`src/ufm_settings.svh`:
```
`ifndef UFM_SETTINGS_SVH
`define UFM_SETTINGS_SVH

// ----------------------------------------------------------------------
// Page store geometry
// ----------------------------------------------------------------------

// Pages in the store
`define UFM_PAGE_COUNT   4
// Page address bits, log2 of the page count
`define UFM_PAGE_ADDR_W  2
// Bytes per stored word, lsb first
`define UFM_WORD_BYTES   4

// ----------------------------------------------------------------------
// Store busy timing, in clock cycles
// ----------------------------------------------------------------------

// Whole page erase
`define UFM_ERASE_CYCLES 64
// One byte program
`define UFM_PROG_CYCLES  4
// Erased flash reads back as all ones
`define UFM_ERASED_BYTE  8'hFF

`endif
```
`src/ufm_pkg.sv`:
```
`include "ufm_settings.svh"

package ufm_pkg;

    // Host level job kinds
    typedef enum logic {
        ERASE_PROGRAM,
        READ
    } ufm_job_e;

    // Single store operations, one byte or one page each
    typedef enum logic [1:0] {
        ERASE,
        PROG,
        RDB
    } ufm_store_op_e;

    // One flash word, seen whole or by byte lane
    // Lane 0 is the least significant byte
    typedef union packed {
        logic [8*`UFM_WORD_BYTES-1:0]    word;
        logic [`UFM_WORD_BYTES-1:0][7:0] bytes;
    } ufm_word_u;

endpackage

```
`src/ufm_page_ctrl.sv`:
```
`include "ufm_settings.svh"

module ufm_page_ctrl import ufm_pkg::*; (
    input  logic                        WrStrb_sync,
    input  logic                        rst_n,
    input  logic                        cmd_valid,
    input  logic                        cmd_write,
    input  logic [`UFM_PAGE_ADDR_W-1:0] cmd_page,
    input  logic [31:0]                 cmd_data,
    output logic                        cmd_ready,
    output logic                        rsp_valid,
    input  logic                        rsp_ready,
    output logic [31:0]                 rsp_data
);

    localparam int IDX_W = $clog2(`UFM_WORD_BYTES);

    // ----------------------------------------------------------------------
    // Decode to sequencer
    // ----------------------------------------------------------------------
    logic                        job_valid;
    logic                        job_ready;
    ufm_job_e                    job_kind;
    logic [`UFM_PAGE_ADDR_W-1:0] job_page;
    ufm_word_u                   job_word;

    // Sequencer to store
    logic                        op_start;
    ufm_store_op_e               op_kind;
    logic [`UFM_PAGE_ADDR_W-1:0] op_page;
    logic [IDX_W-1:0]            op_byte_idx;
    logic [7:0]                  op_wdata;
    logic                        op_done;
    logic [7:0]                  op_rdata;

    // Sequencer to read assembly
    logic                        byte_valid;
    logic [IDX_W-1:0]            byte_idx;
    logic [7:0]                  byte_data;
    logic                        asm_ready;

    ufm_cmd_decode u_decode (.*);

    ufm_page_sequencer u_sequencer (.*);

    // Behavioral flash page array
    ufm_page_store u_store (.*);

    ufm_read_assemble u_assemble (.*);

endmodule

```
`src/ufm_read_assemble.sv`:
```
`include "ufm_settings.svh"

module ufm_read_assemble import ufm_pkg::*; (
    input  logic                                WrStrb_sync,
    input  logic                                rst_n,
    // Byte stream from the sequencer
    input  logic                                byte_valid,
    input  logic [$clog2(`UFM_WORD_BYTES)-1:0]  byte_idx,
    input  logic [7:0]                          byte_data,
    output logic                                asm_ready,
    // Host response
    output logic                                rsp_valid,
    input  logic                                rsp_ready,
    output logic [31:0]                         rsp_data
);

    localparam int IDX_W = $clog2(`UFM_WORD_BYTES);
    localparam logic [IDX_W-1:0] LAST_IDX = IDX_W'(`UFM_WORD_BYTES - 1);

    // Word under construction, then held as the response
    ufm_word_u asm_word;

    assign rsp_data  = asm_word.word;
    // No new read while a word waits for the host
    assign asm_ready = !rsp_valid;

    // ----------------------------------------------------------------------
    // Response valid
    // ----------------------------------------------------------------------
    always_ff @(posedge WrStrb_sync or negedge rst_n) begin
        if (!rst_n) begin
            rsp_valid <= 1'b0;
        end else if (byte_valid && (byte_idx == LAST_IDX)) begin
            // Highest lane completes the word
            rsp_valid <= 1'b1;
        end else if (rsp_ready) begin
            rsp_valid <= 1'b0;
        end
    end

    // Lane placement by byte index
    always_ff @(posedge WrStrb_sync) begin
        if (byte_valid) begin
            asm_word.bytes[byte_idx] <= byte_data;
        end
    end

endmodule

```
`src/ufm_page_store.sv`:
```
`include "ufm_settings.svh"

module ufm_page_store import ufm_pkg::*; (
    input  logic                                WrStrb_sync,
    input  logic                                rst_n,
    input  logic                                op_start,
    input  ufm_store_op_e                       op_kind,
    input  logic [`UFM_PAGE_ADDR_W-1:0]         op_page,
    input  logic [$clog2(`UFM_WORD_BYTES)-1:0]  op_byte_idx,
    input  logic [7:0]                          op_wdata,
    output logic                                op_done,
    output logic [7:0]                          op_rdata
);

    localparam int CNT_W = $clog2(`UFM_ERASE_CYCLES + 1);

    // Page array, one byte per cell
    logic [7:0] mem [`UFM_PAGE_COUNT][`UFM_WORD_BYTES];

    logic                               busy;
    logic [CNT_W-1:0]                   busy_cnt;
    // Operation held while busy
    ufm_store_op_e                      kind_q;
    logic [`UFM_PAGE_ADDR_W-1:0]        page_q;
    logic [$clog2(`UFM_WORD_BYTES)-1:0] idx_q;
    logic [7:0]                         wdata_q;

    // Done on the last busy cycle
    assign op_done  = busy && (busy_cnt == '0);
    // Read data valid alongside op_done
    assign op_rdata = mem[page_q][idx_q];

    // ----------------------------------------------------------------------
    // Busy timer
    // ----------------------------------------------------------------------
    always_ff @(posedge WrStrb_sync or negedge rst_n) begin
        if (!rst_n) begin
            busy     <= 1'b0;
            busy_cnt <= '0;
        end else if (op_start && !busy) begin
            busy <= 1'b1;
            case (op_kind)
                ERASE:   busy_cnt <= CNT_W'(`UFM_ERASE_CYCLES - 1);
                PROG:    busy_cnt <= CNT_W'(`UFM_PROG_CYCLES - 1);
                default: busy_cnt <= '0;
            endcase
        end else if (op_done) begin
            busy <= 1'b0;
        end else if (busy) begin
            busy_cnt <= busy_cnt - 1'b1;
        end
    end

    // ----------------------------------------------------------------------
    // Array update at the end of the operation
    // ----------------------------------------------------------------------
    always_ff @(posedge WrStrb_sync) begin
        if (op_start && !busy) begin
            kind_q  <= op_kind;
            page_q  <= op_page;
            idx_q   <= op_byte_idx;
            wdata_q <= op_wdata;
        end
        if (op_done && (kind_q == ERASE)) begin
            for (int b = 0; b < `UFM_WORD_BYTES; b++) begin
                mem[page_q][b] <= `UFM_ERASED_BYTE;
            end
        end else if (op_done && (kind_q == PROG)) begin
            // Programming only clears bits
            mem[page_q][idx_q] <= mem[page_q][idx_q] & wdata_q;
        end
    end

endmodule

```
`src/ufm_page_sequencer.sv`:
```
`include "ufm_settings.svh"

module ufm_page_sequencer import ufm_pkg::*; (
    input  logic                                WrStrb_sync,
    input  logic                                rst_n,
    // Job from decode
    input  logic                                job_valid,
    output logic                                job_ready,
    input  ufm_job_e                            job_kind,
    input  logic [`UFM_PAGE_ADDR_W-1:0]         job_page,
    input  ufm_word_u                           job_word,
    // Store operation port
    output logic                                op_start,
    output ufm_store_op_e                       op_kind,
    output logic [`UFM_PAGE_ADDR_W-1:0]         op_page,
    output logic [$clog2(`UFM_WORD_BYTES)-1:0]  op_byte_idx,
    output logic [7:0]                          op_wdata,
    input  logic                                op_done,
    input  logic [7:0]                          op_rdata,
    // Read bytes to the assembler
    output logic                                byte_valid,
    output logic [$clog2(`UFM_WORD_BYTES)-1:0]  byte_idx,
    output logic [7:0]                          byte_data,
    input  logic                                asm_ready
);

    localparam int IDX_W = $clog2(`UFM_WORD_BYTES);
    localparam logic [IDX_W-1:0] LAST_IDX = IDX_W'(`UFM_WORD_BYTES - 1);

    // FSM encoding
    localparam logic [1:0] ST_STANDBY = 2'd0;
    localparam logic [1:0] ST_ERASE   = 2'd1;
    localparam logic [1:0] ST_PROG    = 2'd2;
    localparam logic [1:0] ST_READ    = 2'd3;

    logic [1:0]       state;
    logic [1:0]       state_nx;
    logic [IDX_W-1:0] byte_cnt;
    logic [IDX_W-1:0] next_idx;
    // Next store operation to launch
    logic             issue;
    ufm_store_op_e    issue_kind;
    logic [IDX_W-1:0] issue_idx;
    logic             job_take;
    // Word being programmed
    ufm_word_u        word_q;

    // Reads only start when the assembler has room for a new word
    assign job_ready = (state == ST_STANDBY) && ((job_kind == ERASE_PROGRAM) || asm_ready);
    assign job_take  = job_valid && job_ready;
    assign next_idx  = byte_cnt + 1'b1;

    // The counter doubles as the store byte address
    assign op_byte_idx = byte_cnt;

    // Read bytes pass straight through with their lane
    assign byte_valid = (state == ST_READ) && op_done;
    assign byte_idx   = byte_cnt;
    assign byte_data  = op_rdata;

    // ----------------------------------------------------------------------
    // Next step decision
    // ----------------------------------------------------------------------
    always_comb begin
        state_nx   = state;
        issue      = 1'b0;
        issue_kind = RDB;
        issue_idx  = next_idx;
        case (state)
            ST_STANDBY: begin
                if (job_take) begin
                    issue     = 1'b1;
                    issue_idx = '0;
                    if (job_kind == ERASE_PROGRAM) begin
                        issue_kind = ERASE;
                        state_nx   = ST_ERASE;
                    end else begin
                        state_nx = ST_READ;
                    end
                end
            end
            ST_ERASE: begin
                // Page blank, program lane 0 next
                if (op_done) begin
                    issue      = 1'b1;
                    issue_kind = PROG;
                    issue_idx  = '0;
                    state_nx   = ST_PROG;
                end
            end
            ST_PROG: begin
                if (op_done) begin
                    if (byte_cnt == LAST_IDX) begin
                        state_nx = ST_STANDBY;
                    end else begin
                        issue      = 1'b1;
                        issue_kind = PROG;
                    end
                end
            end
            default: begin
                // Read, one byte per store operation
                if (op_done) begin
                    if (byte_cnt == LAST_IDX) begin
                        state_nx = ST_STANDBY;
                    end else begin
                        issue = 1'b1;
                    end
                end
            end
        endcase
    end

    // ----------------------------------------------------------------------
    // Control registers
    // ----------------------------------------------------------------------
    always_ff @(posedge WrStrb_sync or negedge rst_n) begin
        if (!rst_n) begin
            state    <= ST_STANDBY;
            op_start <= 1'b0;
            byte_cnt <= '0;
        end else begin
            state    <= state_nx;
            // Single cycle start pulse
            op_start <= issue;
            if (issue) begin
                byte_cnt <= issue_idx;
            end
        end
    end

    // Operation payload and job capture
    always_ff @(posedge WrStrb_sync) begin
        if (job_take) begin
            op_page <= job_page;
            word_q  <= job_word;
        end
        if (issue) begin
            op_kind  <= issue_kind;
            op_wdata <= word_q.bytes[issue_idx];
        end
    end

endmodule

```
`src/ufm_cmd_decode.sv`:
```
`include "ufm_settings.svh"

module ufm_cmd_decode import ufm_pkg::*; (
    input  logic                        WrStrb_sync,
    input  logic                        rst_n,
    // Host command side
    input  logic                        cmd_valid,
    input  logic                        cmd_write,
    input  logic [`UFM_PAGE_ADDR_W-1:0] cmd_page,
    input  logic [31:0]                 cmd_data,
    output logic                        cmd_ready,
    // Job to the sequencer
    output logic                        job_valid,
    input  logic                        job_ready,
    output ufm_job_e                    job_kind,
    output logic [`UFM_PAGE_ADDR_W-1:0] job_page,
    output ufm_word_u                   job_word
);

    // One entry holding slot
    logic slot_full;
    logic cmd_take;
    logic job_take;

    // Handshakes on both sides
    assign cmd_take = cmd_valid && cmd_ready;
    assign job_take = job_valid && job_ready;

    // Slot accepts only while empty
    assign cmd_ready = !slot_full;
    assign job_valid = slot_full;

    // ----------------------------------------------------------------------
    // Slot occupancy
    // ----------------------------------------------------------------------
    always_ff @(posedge WrStrb_sync or negedge rst_n) begin
        if (!rst_n) begin
            slot_full <= 1'b0;
        end else if (cmd_take) begin
            slot_full <= 1'b1;
        end else if (job_take) begin
            // Freed once the sequencer picks the job up
            slot_full <= 1'b0;
        end
    end

    // ----------------------------------------------------------------------
    // Slot contents
    // ----------------------------------------------------------------------
    always_ff @(posedge WrStrb_sync) begin
        if (cmd_take) begin
            // Write means erase then program, anything else is a read
            job_kind      <= cmd_write ? ERASE_PROGRAM : READ;
            job_page      <= cmd_page;
            // Word is only meaningful for writes
            job_word.word <= cmd_data;
        end
    end

endmodule

```
`config.mk`:
```
export PLATFORM = sky130hd
export DESIGN_NAME = ufm_page_ctrl
export DESIGN_NICKNAME = d
export VERILOG_FILES = /design/src/ufm_pkg.sv /design/src/ufm_page_ctrl.sv /design/src/ufm_read_assemble.sv /design/src/ufm_page_store.sv /design/src/ufm_page_sequencer.sv /design/src/ufm_cmd_decode.sv
export VERILOG_INCLUDE_DIRS = /design/src
export SDC_FILE = /design/constraint.sdc
export NUM_CORES = 1
export LEC_CHECK = 0
export ABC_AREA = 1
export BUFFER_PORTS_ARGS = -buffer_cell sky130_fd_sc_hd__buf_2
export CORE_MARGIN = 3
export CORE_UTILIZATION = 45
export CTS_BUF_LIST = sky130_fd_sc_hd__clkbuf_8
export CTS_CLUSTER_DIAMETER = 40
export CTS_CLUSTER_SIZE = 28
export DETAILED_ROUTE_END_ITERATION = 10
export GPL_ROUTABILITY_DRIVEN = 0
export PLACE_DENSITY = 0.61
export SLEW_MARGIN = 5
export SYNTH_ARGS = -nofsm -noshare
export SYNTH_HDL_FRONTEND = slang
export SYNTH_SLANG_ARGS = --single-unit
```
`constraint.sdc`:
```
create_clock -name WrStrb_sync -period 4.06 [get_ports WrStrb_sync]
set_input_delay 0.406 -clock WrStrb_sync [delete_from_list [all_inputs] [get_ports WrStrb_sync]]
set_output_delay 0.406 -clock WrStrb_sync [all_outputs]
set_load 0.005 [all_outputs]
```
==> impl_metrics.json, run 1 <==
{
  "status": "complete, no violations",
  "synth_top_cell_by_area": "edfxtp_1",
  "synth_ff_type": "edfxtp_1",
  "critPathKind": "flip-flop to flip-flop",
  "insertion_delay_ns": 0.58,
  "synth_top_area_share_pct": 70.91,
  "synth_edf_count": 253,
  "leakage_nw": 5.099,
  "hold_viol_final": 0,
  "p_int_mw": 4.889,
  "rows": 55,
  "hp-start": "cmd_valid",
  "drive_gt1_share_pct": 15.43,
  "yosysMostFrequentCell": "edfxtp_1",
  "r2r_start": "u_store.busy_cnt[0]$_DFFE_PN0P_",
  "stdcell_area_mm2": 0.01240,
  "multi_input_area_mm2": 0.002313,
  "clkTransAtPathRegs_ns": 0.08,
  "io_buffers": 72,
  "core_area_mm2": 0.02298,
  "fmax_mhz": 395.4,
  "slowest_stage": "nor2_1",
  "synthTopCellsByArea": "edfxtp_1 71%, nand2_1 8.8%, nor2_1 3.7%",
  "pwr_density_cell_mw_per_mm2": 580.6,
  "diodes": 0,
  "period_minus_slack_ns": 2.529,
  "cts_sinks": 270,
  "fin_tns_setup_ns": 0,
  "clock_power_share_pct": 26.1,
  "synthCells": 881,
  "die_w_um": 160.3,
  "ys_ff_latch": 270,
  "num-fill-cells": 1978,
  "netlist_area_mm2": 0.01071,
  "routed_wl_um": 22160,
  "cp-startpoint": "u_store.busy_cnt[0]$_DFFE_PN0P_",
  "antenna_found_initial": 0,
  "tightest_slew_ns": 0.9095,
  "slew_headroom_pct": 39.30,
  "p_sw_mw": 2.311,
  "die_height_um": 160.3,
  "timing.reg2reg.setup_slack_ns": 1.53,
  "grt_overflow_total": 0,
  "placedInstanceArea_mm2": 0.01139,
  "slowest_delay_ns": 0.69,
  "cts_resized": 0,
  "ir_drop_v": 0.0003200,
  "worstRegToRegCells": 8,
  "crit_arrival_ns": 2.73,
  "yosysSeqAreaShare_pct": 74.79,
  "setup-violations-final": 0,
  "start_util_pct": 46.61,
  "register_area_mm2": 0.008014,
  "async_flop_share_pct": 5.556,
  "ys_warn_count": 0,
  "cts_tree": "done",
  "io_pins": 73,
  "avgSynthCellArea_um2": 12.16,
  "power_frac_seq_pct": 51.1,
  "critPathCaptureType": "flip-flop",
  "place_hpwl_um": 14220,
  "nets": 1045,
  "swShare_pct": 32.10,
  "drtPass1Iterations": 5,
  "r2r_end": "u_store.mem[1][21]$_DFFE_PP_",
  "critPathRequiredTime_ns": 4.26,
  "critPathCapture": "u_store.mem[1][21]$_DFFE_PP_",
  "finalClockSkew_ns": 0.02464,
  "drcViolationCount": 0,
  "viasPerCell": 4.966,
  "rsz0062_at_grt": "no",
  "crit_path_start_kind": "flip-flop",
  "num_vias": 6640,
  "finalMaxSlewViolations": 0,
  "synth_nets": 926,
  "gr-usage-all-layers_pct": 17.24,
  "dieArea_mm2": 0.02570,
  "grt_pass1_wl_um": 34890,
  "timing.final.crit_share_pct": 62.30,
  "combPwrFrac_pct": 22.8,
  "synth_common_cells": "253 x edfxtp_1, 252 x nand2_1, 106 x nor2_1, 62 x inv_1, 57 x o21ai_0",
  "min_path_cells": 3,
  "first_global_vias": 6534,
  "cts_made_buffers": 30,
  "final_antenna_net_count": 0,
  "syn_to_final_growth_pct": 15.75,
  "grt_max_degree": 65,
  "drt-initial-drc-count": 480,
  "clock-root-buffer": "clkbuf_8",
  "crit_fanout": 8,
  "min_path_type": "input port to flip-flop",
  "clock_path_buffers": 3,
  "worst_path_most_repeated_cell": "nor2_4",
  "max_cap_violations": 0,
  "ys_types": 32,
  "crit_chain": "inv_1 > ha_1 > nand2_1 > nor2_4 > nand2_2 > nor2_4 > o21ai_0 > nor2_1",
  "wire_per_inst_um": 16.57,
  "htreeDepth": 1
}
power by group through the flow:
| stage | Sequential (mW) | Combinational, mW | Clock [mW] |
|---|---|---|---|
| 6_report | 3.68 | 1.64 | 1.88 |
| 2_1_floorplan | 3.68 | 1.19 | 0 |
| 4_1_cts | 3.68 | 1.65 | 1.93 |
| 3_3_place_gp | 3.74 | 1.60 | 0 |
| 5_1_grt | 3.72 | 1.87 | 2.04 |
| 3_5_place_dp | 3.74 | 1.62 | 0 |
worst max-delay path, delay by kind of cell (launching register included):
family	cells	cell delay [ns]
adder cells (fa/ha/maj)	1	0.17
flip-flops	1	0.39
buffers and inverters	1	0.14
AO/OA/AOI/OAI	1	0.23
AND/OR/NAND/NOR	5	1.24
cell families after synthesis:
logic type                 Yosys count  share of synthesized area, %
buffers and inverters               97                         3.644
DFF                                270                         74.79
AOI/OAI and AO/OA                   85                         4.192
and+or+nand+nor                    420                         16.43
adders and majority gates            6                        0.7007
xor gates and xnor gates             3                        0.2453
final cells by class:
class | instances | share of cell area, %
Clock buffer | 32 | 3.551
Clock inverter | 24 | 1.665
Inverter | 68 | 2.058
Multi-Input combinational cell | 514 | 18.65
Sequential cell | 270 | 64.62
Tap cell | 313 | 3.158
Timing Repair Buffer | 116 | 6.295
stage by stage:
step	worst slack (ns)	std cells	power [mW]	hold WS, ns	util (%)
finish	1.531	1337	7.201	0.07995	53.96
global route	1.308	1337	7.629	0.03935	53.96
CTS	1.508	1337	7.271	0.02256	53.96
detailed placement	1.513	1245	5.368	0.3522	49.58
global placement	1.578	1245	5.336	0.3577	49.58
floorplan	1.712	881	4.866	0.1104	-
what timing repair did:
item,in CTS,in global routing
endpoints found under the hold margin,50,0
hold buffers,36,0
setup buffers,0,0
registers in the layout (all words and copies together) (netlist names), 2 cells and up, named ones only:
signal	flops
u_sequencer.op_wdata	8
u_store.kind_q	2
u_store.wdata_q	8
u_sequencer.byte_idx	2
u_sequencer.op_kind	2
u_assemble.rsp_data	32
u_sequencer.op_page	2
u_sequencer.state	2
u_decode.job_word	32
u_decode.job_page	2
u_store.mem	128
u_store.busy_cnt	7
u_sequencer.word_q	32
u_store.page_q	2
u_store.idx_q	2
layer usage:
metal / track usage, % / vias to the layer above / routed length [µm]
li1: - / 3247 / -
met1: 23.53 / 3140 / 9729
met2: 28.58 / 209 / 10590
met3: 2.863 / 44 / 1213
met4: 5.483 / 0 / 625
met5: 0 / - / 0
cells in the final DEF (no fill, tap or decap), types with 6 or more instances in the layout:
| master | count |
|---|---|
| edfxtp_1 | 253 |
| nand3_1 | 21 |
| o21ai_1 | 17 |
| o21ai_0 | 57 |
| nand4_1 | 25 |
| clkbuf_8 | 32 |
| nor2_1 | 105 |
| buf_2 | 72 |
| buf_4 | 8 |
| nand2_1 | 252 |
| dlygate4sd3_1 | 36 |
| clkinv_2 | 6 |
| ha_1 | 6 |
| dfrtp_1 | 15 |
| inv_1 | 65 |
how the worst min path moves through the flow:
stage | slack (ns) | to
3_3_place_gp | 0.36 | u_assemble.rsp_valid$_DFFE_PN0P_
6_report | 0.08 | u_decode.job_valid$_DFFE_PN0P_
3_5_place_dp | 0.35 | u_assemble.rsp_valid$_DFFE_PN0P_
5_1_grt | 0.04 | u_decode.job_kind$_DFFE_PP_
2_1_floorplan | 0.11 | u_assemble.rsp_valid$_DFFE_PN0P_
4_1_cts | 0.02 | u_decode.job_kind$_DFFE_PP_
Power figures use the tool's default switching activity.
==> inputs of run 2 (changes only) <==
- clock period: 4.06 -> 2.4 ns (I/O delays scaled with it)
==> impl_metrics.json, run 2 (synthesis results as in run 1) <==
{
  "clock-root-buffer": "clkbuf_8",
  "pwr_density_cell_mw_per_mm2": 1007,
  "start_util_pct": 46.61,
  "io_buffers": 72,
  "viasPerCell": 4.973,
  "nets": 1081,
  "finalClockSkew_ns": 0.03468,
  "largest_register_ffs": 128,
  "diodes": 0,
  "final_common_cell": "edfxtp_1",
  "htreeDepth": 2,
  "wire_per_inst_um": 16.90,
  "clock_path_buffers": 3,
  "dieArea_mm2": 0.02570,
  "io_pins": 73,
  "grt_max_degree": 47,
  "num_vias": 6833,
  "leakage_nw": 5.335,
  "core_area_mm2": 0.02298,
  "finalMaxSlewViolations": 0,
  "min_path_type": "input port to asynchronous set/reset pin",
  "regMostFlops": "u_store.mem",
  "clkTransAtPathRegs_ns": 0.08,
  "die_w_um": 160.3,
  "routed_wl_um": 23220,
  "rows": 55,
  "syn_to_final_growth_pct": 19.98,
  "ir_drop_v": 0.0006070,
  "final_cell_mix": "253 x edfxtp_1, 252 x nand2_1, 105 x nor2_1, 72 x buf_2, 62 x inv_1",
  "crit_arrival_ns": 2.42,
  "status": "complete, no violations",
  "critPathKind": "flip-flop to flip-flop",
  "gr-usage-all-layers_pct": 18.16,
  "critPathRequiredTime_ns": 2.62,
  "fin_tns_setup_ns": 0,
  "crit_path_start_kind": "flip-flop",
  "drtPass1Iterations": 5,
  "final_antenna_net_count": 0,
  "antenna_found_initial": 0,
  "drive_gt1_share_pct": 18.38,
  "drt-initial-drc-count": 514,
  "hold_viol_final": 0,
  "tightest_slew_ns": 0.8069,
  "critPathCaptureType": "flip-flop",
  "place_hpwl_um": 15310,
  "fmax_mhz": 453.0,
  "crit_fanout": 8,
  "cts_tree": "done",
  "num-fill-cells": 1922,
  "timing.final.crit_share_pct": 91.98,
  "grt_pass1_wl_um": 36460,
  "first_global_vias": 6701,
  "max_cap_violations": 0,
  "p_total_mw": 12.94,
  "slew_headroom_pct": 46.01,
  "rsz0062_at_grt": "no",
  "insertion_delay_ns": 0.54,
  "die_height_um": 160.3,
  "cts_made_buffers": 35,
  "drcViolationCount": 0,
  "period_minus_slack_ns": 2.208,
  "setup-violations-final": 0,
  "grt_overflow_total": 0,
  "cts_sinks": 270
}
[run 2: cell count changes in the layout (fill, tap and decap cells not counted), moves of 3 or more]
cell,previous run,this run
buf_4,8,32
buf_12,0,5
clkbuf_8,32,35
clkinv_2,6,3
inv_1,65,62
inv_8,1,4
[run 2: per-layer routing]
layer	vias up	GRT usage [%]	share of wire [%]
met5	-	0	0
met2	206	29.99	49
met4	0	6.351	2.8
met1	3246	24.32	43
li1	3321	-	-
met3	60	3.482	5.7
[run 2: critical path, stage by stage, from the launching register on]
cell	delay, ns
dfrtp_1	0.39
inv_1	0.13
ha_1	0.16
nand2_1	0.09
nor2_4	0.14
nand2_2	0.11
nor2_4	0.16
nand2_4	0.10
nor2_2	0.37
nand2_1	0.26
[run 2: final cells by class]
| type | instances | area [µm²] | share of cell area (%) |
|---|---|---|---|
| Tap cell | 313 | 391.6 | 3.047 |
| Timing Repair Buffer | 147 | 1081 | 8.410 |
| Clock buffer | 35 | 481.7 | 3.747 |
| Sequential cell | 270 | 8014 | 62.34 |
| Clock inverter | 27 | 317.8 | 2.472 |
| Multi-Input combinational cell | 514 | 2313 | 18.00 |
| Inverter | 68 | 255.2 | 1.986 |
[run 2: power breakdown]
group	switching (mW)	internal, mW	leakage, nW
clock network	1.87	1.92	0.388
registers	0.268	5.95	2.84
logic	1.98	0.954	2.11
[run 2: final timing paths]
path	start	to	slack [ns]	cells after the start
max	u_store.busy_cnt[0]$_DFFE_PN0P_	u_store.mem[3][3]$_DFFE_PP_	0.19	9
min	rst_n	u_sequencer.byte_idx[1]$_DFFE_PN0P_	0.18	2
max reg2reg	u_store.busy_cnt[0]$_DFFE_PN0P_	u_store.mem[3][3]$_DFFE_PP_	0.19	9
min reg2reg	u_sequencer.op_wdata[7]$_DFFE_PP_	u_store.wdata_q[7]$_DFFE_PP_	0.42	0
max in group asynchronous	rst_n	u_store.busy_cnt[5]$_DFFE_PN0P_	1.92	2
min in group WrStrb_sync	cmd_data[14]	u_decode.job_word[14]$_DFFE_PP_	0.41	2
[run 2: stage by stage]
step	util (%)	std cells	hold slack [ns]	cell area, µm²	worst slack, ns
2_1_floorplan	-	881	-0.05559	10710	0.07255
3_3_place_gp	50.79	1274	0.1870	11670	0.1439
3_5_place_dp	50.79	1274	0.1913	11670	0.1549
4_1_cts	55.93	1374	0.1571	12850	0.1673
5_1_grt	55.93	1374	0.2038	12850	0.01473
6_report	55.93	1374	0.1779	12850	0.1925
[run 2: what timing repair did]
item	in CTS	in global routing
gates resized for setup	0	0
buffers inserted	0	0
endpoints found under the hold margin	52	0
hold buffers	38	0
